### config.mk
export PLATFORM = sky130hd
export DESIGN_NAME = audio_loop_top
export DESIGN_NICKNAME = d
export VERILOG_FILES = /design/src/audio_pkg.sv /design/src/audio_loop_top.sv /design/src/level_meter.sv /design/src/i2s_dac_transmitter.sv /design/src/sample_fifo.sv /design/src/i2s_mic_receiver.sv
export SDC_FILE = /design/constraint.sdc
export NUM_CORES = 1
export LEC_CHECK = 0
export BUFFER_PORTS_ARGS = -buffer_cell sky130_fd_sc_hd__buf_4
export CORE_ASPECT_RATIO = 0.5
export CORE_MARGIN = 3
export CORE_UTILIZATION = 55
export CTS_CLUSTER_SIZE = 12
export DETAILED_ROUTE_END_ITERATION = 10
export PLACE_DENSITY = 0.71
export SETUP_SLACK_MARGIN = 0.05
export SKIP_LAST_GASP = 1
export SYNTH_ARGS = -nofsm -noshare
export SYNTH_HDL_FRONTEND = slang
export SYNTH_SLANG_ARGS = --single-unit
### constraint.sdc
create_clock -name clk -period 4.3 [get_ports clk]
set_input_delay 0.645 -clock clk [delete_from_list [all_inputs] [get_ports clk]]
set_output_delay 0.645 -clock clk [all_outputs]
set_load 0.01 [all_outputs]
### src/audio_pkg.sv
`default_nettype none

package audio_pkg;

    // ------------------------------
    // Microphone side

    localparam int sample_w      = 24;  // INMP441 style sample
    localparam int mic_slot_bits = 32;  // Two slots, 64 bit clocks per frame

    // One microphone sample, two's complement
    typedef logic signed [sample_w - 1:0] sample_t;

    // ------------------------------
    // DAC side

    localparam int pcm_w         = 16;
    localparam int dac_slot_bits = 16;  // Two slots, 32 bit clocks per frame

    // Upper pcm_w bits of a sample_t
    typedef logic signed [pcm_w - 1:0] pcm_t;

endpackage

`default_nettype wire
### src/audio_loop_top.sv
`default_nettype none

module audio_loop_top
# (
    parameter mic_half_bit = 16,
              dac_half_bit = 32,
              fifo_depth   = 8,
              w_led        = 8
)
(
    input  wire                 clk,
    input  wire                 rst_n,

    input  wire                 mic_sd,
    output wire                 mic_sck,
    output wire                 mic_ws,
    output wire                 mic_lr,

    output wire                 dac_bclk,
    output wire                 dac_lrck,
    output wire                 dac_sdata,

    output wire [w_led - 1:0]   led,
    output wire                 overflow,
    output wire                 underrun
);

    import audio_pkg::*;

    // ------------------------------
    // Audio path

    sample_t mic_sample;
    logic    mic_push;
    sample_t fifo_head;
    logic    fifo_empty;
    logic    fifo_pop;
    pcm_t    play_sample;
    logic    play_load;

    i2s_mic_receiver # (.mic_half_bit (mic_half_bit))
    i_mic
    (
        .clk         ( clk         ),
        .rst_n       ( rst_n       ),
        .mic_sd      ( mic_sd      ),
        .mic_sck     ( mic_sck     ),
        .mic_ws      ( mic_ws      ),
        .mic_lr      ( mic_lr      ),
        .sample      ( mic_sample  ),
        .sample_push ( mic_push    )
    );

    sample_fifo # (.fifo_depth (fifo_depth))
    i_fifo
    (
        .clk         ( clk         ),
        .rst_n       ( rst_n       ),
        .wr_data     ( mic_sample  ),
        .push        ( mic_push    ),
        .rd_data     ( fifo_head   ),
        .pop         ( fifo_pop    ),
        .empty       ( fifo_empty  ),
        .overflow    ( overflow    )
    );

    i2s_dac_transmitter # (.dac_half_bit (dac_half_bit))
    i_dac
    (
        .clk         ( clk         ),
        .rst_n       ( rst_n       ),
        .rd_data     ( fifo_head   ),
        .empty       ( fifo_empty  ),
        .pop         ( fifo_pop    ),
        .dac_bclk    ( dac_bclk    ),
        .dac_lrck    ( dac_lrck    ),
        .dac_sdata   ( dac_sdata   ),
        .underrun    ( underrun    ),
        .play_sample ( play_sample ),
        .play_load   ( play_load   )
    );

    level_meter # (.w_led (w_led))
    i_meter
    (
        .clk         ( clk         ),
        .rst_n       ( rst_n       ),
        .play_sample ( play_sample ),
        .play_load   ( play_load   ),
        .led         ( led         )
    );

endmodule

`default_nettype wire

### src/level_meter.sv
`default_nettype none

module level_meter
# (
    parameter w_led = 8  // At most 15
)
(
    input  wire                  clk,
    input  wire                  rst_n,

    input  wire audio_pkg::pcm_t play_sample,
    input  wire                  play_load,

    output logic [w_led - 1:0]   led
);

    import audio_pkg::*;

    logic [pcm_w - 1:0] magnitude;
    logic [w_led - 1:0] bar;

    // ------------------------------
    // Magnitude, saturated at 32767

    always_comb begin
        if (!play_sample[pcm_w - 1])
            magnitude = play_sample;
        else if (play_sample[pcm_w - 2:0] == '0)
            magnitude = {1'b0, {(pcm_w - 1){1'b1}}};  // Most negative code
        else
            magnitude = ~play_sample + 1'b1;
    end

    // Thermometer code, top LED at half of full scale
    always_comb begin
        for (int k = 0; k < w_led; k++)
            bar[k] = magnitude >= (pcm_w'(1) << (pcm_w - 1 - w_led + k));
    end

    always_ff @(posedge clk or negedge rst_n) begin
        if (!rst_n)
            led <= '0;
        else if (play_load)
            led <= bar;  // Held until the next frame with data
    end

endmodule

`default_nettype wire

### src/i2s_dac_transmitter.sv
`default_nettype none

module i2s_dac_transmitter
# (
    parameter dac_half_bit = 32
)
(
    input  wire                     clk,
    input  wire                     rst_n,

    input  wire audio_pkg::sample_t rd_data,
    input  wire                     empty,
    output logic                    pop,

    output logic                    dac_bclk,
    output logic                    dac_lrck,
    output logic                    dac_sdata,
    output logic                    underrun,

    output audio_pkg::pcm_t         play_sample,
    output logic                    play_load
);

    import audio_pkg::*;

    localparam w_half     = dac_half_bit > 1 ? $clog2(dac_half_bit) : 1;
    localparam frame_bits = 2 * dac_slot_bits;
    localparam w_bit      = $clog2(frame_bits);

    logic [w_half     - 1:0] half_cnt;
    logic [w_bit      - 1:0] bit_cnt;
    logic [frame_bits - 1:0] tx_shift;
    logic                    half_tick;
    logic                    bclk_fall;
    logic                    frame_start;
    pcm_t                    head_pcm;

    // ------------------------------
    // Bit clock and LR clock

    assign half_tick = (half_cnt == w_half'(dac_half_bit - 1));
    assign bclk_fall = half_tick & dac_bclk;

    always_ff @(posedge clk or negedge rst_n) begin
        if (!rst_n) begin
            half_cnt <= '0;
            dac_bclk <= 1'b0;
        end else if (half_tick) begin
            half_cnt <= '0;
            dac_bclk <= ~dac_bclk;
        end else begin
            half_cnt <= half_cnt + 1'b1;
        end
    end

    always_ff @(posedge clk or negedge rst_n) begin
        if (!rst_n)
            bit_cnt <= '0;
        else if (bclk_fall)
            bit_cnt <= bit_cnt + 1'b1;
    end

    assign dac_lrck = bit_cnt[w_bit - 1];  // Low for the left slot

    // LR clock is about to go low
    assign frame_start = bclk_fall && bit_cnt == w_bit'(frame_bits - 1);

    // ------------------------------
    // Frame load and serializer

    assign head_pcm = rd_data[sample_w - 1 -: pcm_w];  // Drop the low 8 bits
    assign pop      = frame_start && !empty;

    // Output lags the shifter by one bit clock, so the right LSB
    // goes out in the first bit of the next left slot
    always_ff @(posedge clk or negedge rst_n) begin
        if (!rst_n) begin
            tx_shift  <= '0;
            dac_sdata <= 1'b0;
        end else if (bclk_fall) begin
            dac_sdata <= tx_shift[frame_bits - 1];

            if (frame_start)
                tx_shift <= pop ? {head_pcm, head_pcm} : '0;  // Same on both channels
            else
                tx_shift <= tx_shift << 1;
        end
    end

    always_ff @(posedge clk or negedge rst_n) begin
        if (!rst_n) begin
            underrun  <= 1'b0;
            play_load <= 1'b0;
        end else begin
            play_load <= pop;

            if (frame_start)
                underrun <= empty;  // Held for the whole frame
        end
    end

    always_ff @(posedge clk) begin
        if (pop)
            play_sample <= head_pcm;
    end

    // Data only moves on the falling edge of the bit clock
    a_sdata_stable : assert property (
        @(posedge clk) disable iff (!rst_n)
        dac_bclk |-> $stable(dac_sdata)
    ) else $error("dac_sdata changed while dac_bclk was high");

endmodule

`default_nettype wire

### src/sample_fifo.sv
`default_nettype none

module sample_fifo
# (
    parameter fifo_depth = 8
)
(
    input  wire                     clk,
    input  wire                     rst_n,

    input  wire audio_pkg::sample_t wr_data,
    input  wire                     push,

    output audio_pkg::sample_t      rd_data,
    input  wire                     pop,

    output logic                    empty,
    output logic                    overflow
);

    import audio_pkg::*;

    localparam w_ptr = fifo_depth > 1 ? $clog2(fifo_depth) : 1;
    localparam w_cnt = $clog2(fifo_depth + 1);

    sample_t            mem [fifo_depth];
    logic [w_ptr - 1:0] wr_ptr;
    logic [w_ptr - 1:0] rd_ptr;
    logic [w_cnt - 1:0] count;
    logic               full;
    logic               wr_en;
    logic               rd_en;

    // ------------------------------
    // Status

    assign full  = (count == w_cnt'(fifo_depth));
    assign empty = (count == '0);

    // A full FIFO still takes a push when a pop frees a slot
    assign wr_en = push && (!full || pop);
    assign rd_en = pop && !empty;

    assign rd_data = mem[rd_ptr];  // Head of the queue

    // ------------------------------
    // Storage

    always_ff @(posedge clk) begin
        if (wr_en)
            mem[wr_ptr] <= wr_data;
    end

    // Pointers wrap naturally, depth is a power of two
    always_ff @(posedge clk or negedge rst_n) begin
        if (!rst_n) begin
            wr_ptr   <= '0;
            rd_ptr   <= '0;
            count    <= '0;
            overflow <= 1'b0;
        end else begin
            if (wr_en)
                wr_ptr <= wr_ptr + 1'b1;

            if (rd_en)
                rd_ptr <= rd_ptr + 1'b1;

            if (wr_en && !rd_en)
                count <= count + 1'b1;
            else if (rd_en && !wr_en)
                count <= count - 1'b1;

            if (push && !wr_en)
                overflow <= 1'b1;  // Sticky until reset
        end
    end

    // The consumer never reads an empty queue
    a_no_pop_when_empty : assert property (
        @(posedge clk) disable iff (!rst_n)
        pop |-> !empty
    ) else $error("pop while the FIFO is empty");

endmodule

`default_nettype wire

### src/i2s_mic_receiver.sv
`default_nettype none

module i2s_mic_receiver
# (
    parameter mic_half_bit = 16
)
(
    input  wire                clk,
    input  wire                rst_n,

    input  wire                mic_sd,
    output logic               mic_sck,
    output logic               mic_ws,
    output logic               mic_lr,

    output audio_pkg::sample_t sample,
    output logic               sample_push
);

    import audio_pkg::*;

    localparam w_half    = mic_half_bit > 1 ? $clog2(mic_half_bit) : 1;
    localparam w_bit     = $clog2(2 * mic_slot_bits);
    localparam first_bit = 1;          // MSB follows the WS edge by one bit clock
    localparam last_bit  = sample_w;   // LSB position in the slot

    logic [w_half - 1:0] half_cnt;
    logic [w_bit  - 1:0] bit_cnt;
    logic                half_tick;
    logic                sck_rise;
    logic                sck_fall;
    logic                in_window;
    sample_t             shift_q;

    // ------------------------------
    // Bit clock divider

    assign half_tick = (half_cnt == w_half'(mic_half_bit - 1));
    assign sck_rise  = half_tick & ~mic_sck;
    assign sck_fall  = half_tick &  mic_sck;

    always_ff @(posedge clk or negedge rst_n) begin
        if (!rst_n) begin
            half_cnt <= '0;
            mic_sck  <= 1'b0;
        end else if (half_tick) begin
            half_cnt <= '0;
            mic_sck  <= ~mic_sck;
        end else begin
            half_cnt <= half_cnt + 1'b1;
        end
    end

    // Slot position moves on the falling edge, as WS does
    always_ff @(posedge clk or negedge rst_n) begin
        if (!rst_n)
            bit_cnt <= '0;
        else if (sck_fall)
            bit_cnt <= bit_cnt + 1'b1;
    end

    assign mic_ws = bit_cnt[w_bit - 1];  // Low during the left slot
    assign mic_lr = 1'b0;                // Microphone answers in the left slot

    // ------------------------------
    // Sample capture

    assign in_window = !mic_ws
                    && bit_cnt >= w_bit'(first_bit)
                    && bit_cnt <= w_bit'(last_bit);

    // Data is taken on the rising edge of the bit clock, MSB first
    always_ff @(posedge clk) begin
        if (sck_rise && in_window)
            shift_q <= {shift_q[sample_w - 2:0], mic_sd};
    end

    // One strobe right after the LSB has been shifted in
    always_ff @(posedge clk or negedge rst_n) begin
        if (!rst_n)
            sample_push <= 1'b0;
        else
            sample_push <= sck_rise && in_window && bit_cnt == w_bit'(last_bit);
    end

    assign sample = shift_q;  // Stable until the next left slot

    // Samples only come out of the left slot
    a_push_left_only : assert property (
        @(posedge clk) disable iff (!rst_n)
        sample_push |-> !mic_ws && $past(!mic_ws)
    ) else $error("sample_push outside the left slot");

endmodule

`default_nettype wire

==> impl_metrics.env <==
export IMPL_place_ws_ns=1.098
export IMPL_grt_pass1_wl_mm=28.92
export IMPL_clkTransAtPathRegs_ns=0.06
export IMPL_grt_use_total_pct=18.83
export IMPL_synth_edf_count=168
export IMPL_required_ns=4.70
export IMPL_setup_violations=0
export IMPL_totalPowerFinal_w=0.004401
export IMPL_setup_ws_ns=1.093
export IMPL_num_rows=34
export IMPL_syn_num_nets=647
export IMPL_ys_ff_latch=245
export IMPL_antenna_found_initial=0
export IMPL_rsz0062_at_grt="no"
export IMPL_first_iter_violations=468
export IMPL_critPathTopFamily="adder cells"
export IMPL_ys_async_sr_fraction_pct=31.43
export IMPL_hold_violations=0
export IMPL_htreeDepth=1
export IMPL_timing_rr_end="i_fifo.count[3]"
export IMPL_synth_cell_area_um2=10030
export IMPL_finalClockSkew_ns=0.01467
export IMPL_worstMarginPinSlew_ns=1.117
export IMPL_grt_overflow=0
export IMPL_cp_arrival_ns=3.60
export IMPL_r2r_start="i_dac.half_cnt[0]"
export IMPL_clockBufferDepth=3
export IMPL_worstHoldPathType="in2async"
export IMPL_ys_seq_area_share_pct=69.48
export IMPL_num_antenna_cells=0
export IMPL_cp_num_buf_inv=1
export IMPL_postCtsSetupBuffers=0
export IMPL_grt_start_max_net_pins=78
export IMPL_powerDensity_nw_per_um2=397.2
export IMPL_fin_area_um2=11080
export IMPL_slowest_delay_ns=0.54
export IMPL_slew_viol_final=0
export IMPL_timing_fmax_mhz=311.8
export IMPL_cp_common_cell="ha_1"
export IMPL_seqCellArea_um2=6974
export IMPL_placed_area_um2=10390
export IMPL_ff2ff_setup_slack_ns=1.09
export IMPL_synth_cell_type_count=56
export IMPL_crit_fanout=7
export IMPL_r2r_cells=13
export IMPL_cts_tree="done"
export IMPL_die_w_um=197.0
export IMPL_cts_hold_buf=0
export IMPL_fillers=1278
export IMPL_die_area_um2=20000
export IMPL_dp_hpwl_mm=10.44
export IMPL_worstSetupStartpointType="flip-flop"
export IMPL_cp_slowest_cell="a31oi_1"
export IMPL_route_detailed_vias_per_inst=5.733
export IMPL_relSlewSlack_pct=25.27
export IMPL_wl_per_cell_um=19.79
export IMPL_cap_violations=0
export IMPL_cts_sinks=245
export IMPL_ctsResizeCount=0
export IMPL_finalCriticalPeriod_ns=3.207
export IMPL_cp_cell_sequence="ha_1, and3_1, ha_1, nand3_1, a31oi_1, ha_1, inv_1, ha_1, a21o_1, a21oi_1, xnor2_1, nor2_1, xor2_1"
export IMPL_drcViolationCount=0
export IMPL_critPathKind="reg2reg"
export IMPL_die_h_um=101.5
export IMPL_drive_gt1_share_pct=24.44
export IMPL_firstDrtPassIters=5
export IMPL_gp_congestion=0.8725
export IMPL_status="completed"
export IMPL_ios=19
export IMPL_area_delta_synth_final_pct=10.41
export IMPL_grt_pass1_vias=5178
export IMPL_cp_end_kind="flip-flop"
export IMPL_ys_warn_count=0
export IMPL_io_buffers=17
export IMPL_multi_input_area_um2=2865
export IMPL_final_util_pct=62.91
export IMPL_synthCells=628
export IMPL_layout_nets=672
export IMPL_fin_crit_sh_pct=74.59
export IMPL_synth_area_per_cell_um2=15.98
export IMPL_cts_buffers=24
export IMPL_postRouteAntennaNets=0
export IMPL_total_leakage_power_nw=3.980
export IMPL_core_um2=17610
export IMPL_synth_top_flop_cell="edfxtp_1"
export IMPL_fin_setup_tns_ns=0
export IMPL_peakVddDrop_v=0.0002456
export IMPL_clk_latency_ns=0.52
export IMPL_start_util_pct=56.98
export IMPL_wl_mm=17.91
export IMPL_cts_root_buf="clkbuf_16"
export IMPL_vias=5188
[metrics by stage]
stage	cells	hold WS (ns)
floorplan	628	0.3494
global placement	861	0.4066
detailed placement	861	0.4128
CTS	905	0.2869
global route	905	0.2744
finish	905	0.2906
[worst max path at each step]
stage | startpoint | to | slack (ns) | cells past startpoint
detailed placement | i_dac.half_cnt[0] | i_fifo.count[3] | 1.10 | 13
global route | i_dac.half_cnt[0] | i_fifo.count[3] | 0.80 | 13
floorplan | i_dac.half_cnt[0] | i_fifo.mem[1][10] | 1.14 | 7
finish | i_dac.half_cnt[0] | i_fifo.count[3] | 1.09 | 13
CTS | i_dac.half_cnt[0] | i_fifo.count[3] | 1.09 | 13
global placement | i_dac.half_cnt[0] | i_fifo.count[3] | 1.29 | 13
[cell families after synthesis]
kind of cell	count (synthesis)	synth area share, %
DFF	245	69.48
and+or+nand+nor	152	7.905
AOI/OAI and AO/OA	102	6.945
muxes	50	9.576
buffers and inverters	41	2.157
xor gates and xnor gates	21	1.833
adders and majority gates	16	2.070
other	1	0.03737
[final cells by class]
class	count	share of cell area, %
flip-flops and latches	245	62.95
clock buffers	42	6.030
well taps	234	2.643
clock inverters	2	0.2146
inverters	12	0.4065
multi-input cells	342	25.86
repair buffers	28	1.897
[placed cells by master (no fill, tap or decap), types with 6 or more instances in the layout]
| master | count |
|---|---|
| mux2_4 | 10 |
| a21oi_1 | 11 |
| and2_4 | 15 |
| o21ai_1 | 32 |
| inv_1 | 11 |
| nor2_1 | 29 |
| nand3_1 | 6 |
| clkbuf_1 | 18 |
| mux2_2 | 8 |
| buf_4 | 28 |
| ha_1 | 15 |
| a21oi_2 | 30 |
| edfxtp_1 | 168 |
| nand2_1 | 60 |
| dfrtp_1 | 75 |
| nand4_1 | 6 |
| xor2_1 | 7 |
| clkbuf_16 | 24 |
| xnor2_1 | 14 |
| mux4_2 | 32 |
| o21ai_0 | 6 |
[Yosys cell counts, types with 3 or more instances]
master | instances | area [um2]
a31oi_1 | 6 | 37.54
dfrtp_1 | 77 | 1927
nand2b_1 | 4 | 25.02
inv_1 | 11 | 41.29
and2_1 | 5 | 31.28
nor2_1 | 29 | 108.9
xnor2_1 | 14 | 122.6
a21oi_2 | 30 | 262.8
edfxtp_1 | 168 | 5045
nor3_1 | 7 | 35.03
mux2_4 | 10 | 150.1
nand2_1 | 61 | 229.0
and2_4 | 15 | 131.4
ha_1 | 15 | 187.7
clkbuf_1 | 11 | 41.29
nor4_1 | 4 | 25.02
mux4_2 | 32 | 720.7
and3_1 | 3 | 18.77
buf_2 | 12 | 60.06
o21ai_1 | 32 | 160.2
mux2_2 | 8 | 90.09
nand4_1 | 6 | 37.54
a21oi_1 | 11 | 55.05
nand3_1 | 6 | 30.03
o21ai_0 | 6 | 30.03
xor2_1 | 7 | 61.31
[worst reg2reg max path: stages, from the launching register on]
cell     delay (ns)
dfrtp_1        0.38
ha_1           0.19
and3_1         0.17
ha_1           0.31
nand3_1        0.19
a31oi_1        0.54
ha_1           0.29
inv_1          0.10
ha_1           0.29
a21o_1         0.15
a21oi_1        0.16
xnor2_1        0.14
nor2_1         0.07
xor2_1         0.14
[sequential cells by signal, indices dropped and copies added (netlist names), 3 cells and up]
register / flops
i_fifo.rd_ptr: 3
i_dac.play_sample: 16
i_mic.half_cnt: 4
i_meter.led: 8
i_fifo.wr_ptr: 3
i_dac.half_cnt: 5
i_fifo.mem: 128
i_mic.bit_cnt: 6
i_dac.tx_shift: 32
i_dac.bit_cnt: 5
i_mic.sample: 24
i_fifo.count: 4
[power breakdown]
group / switching [W] / internal, W
Clock: 0.000835 / 0.00105
Sequential: 0 / 0.00250
Combinational: 0.0000144 / 0.00000108
[layer usage]
metal | wire, um | track usage, % | vias up | share of wire [%]
li1 | - | - | 2404 | -
met1 | 8387 | 28.42 | 2642 | 47
met2 | 8258 | 29.30 | 118 | 46
met3 | 1019 | 3.789 | 24 | 5.7
met4 | 245 | 3.665 | 0 | 1.4
met5 | 0 | 0 | - | 0
Note: power is estimated with default switching activity, not from simulation.
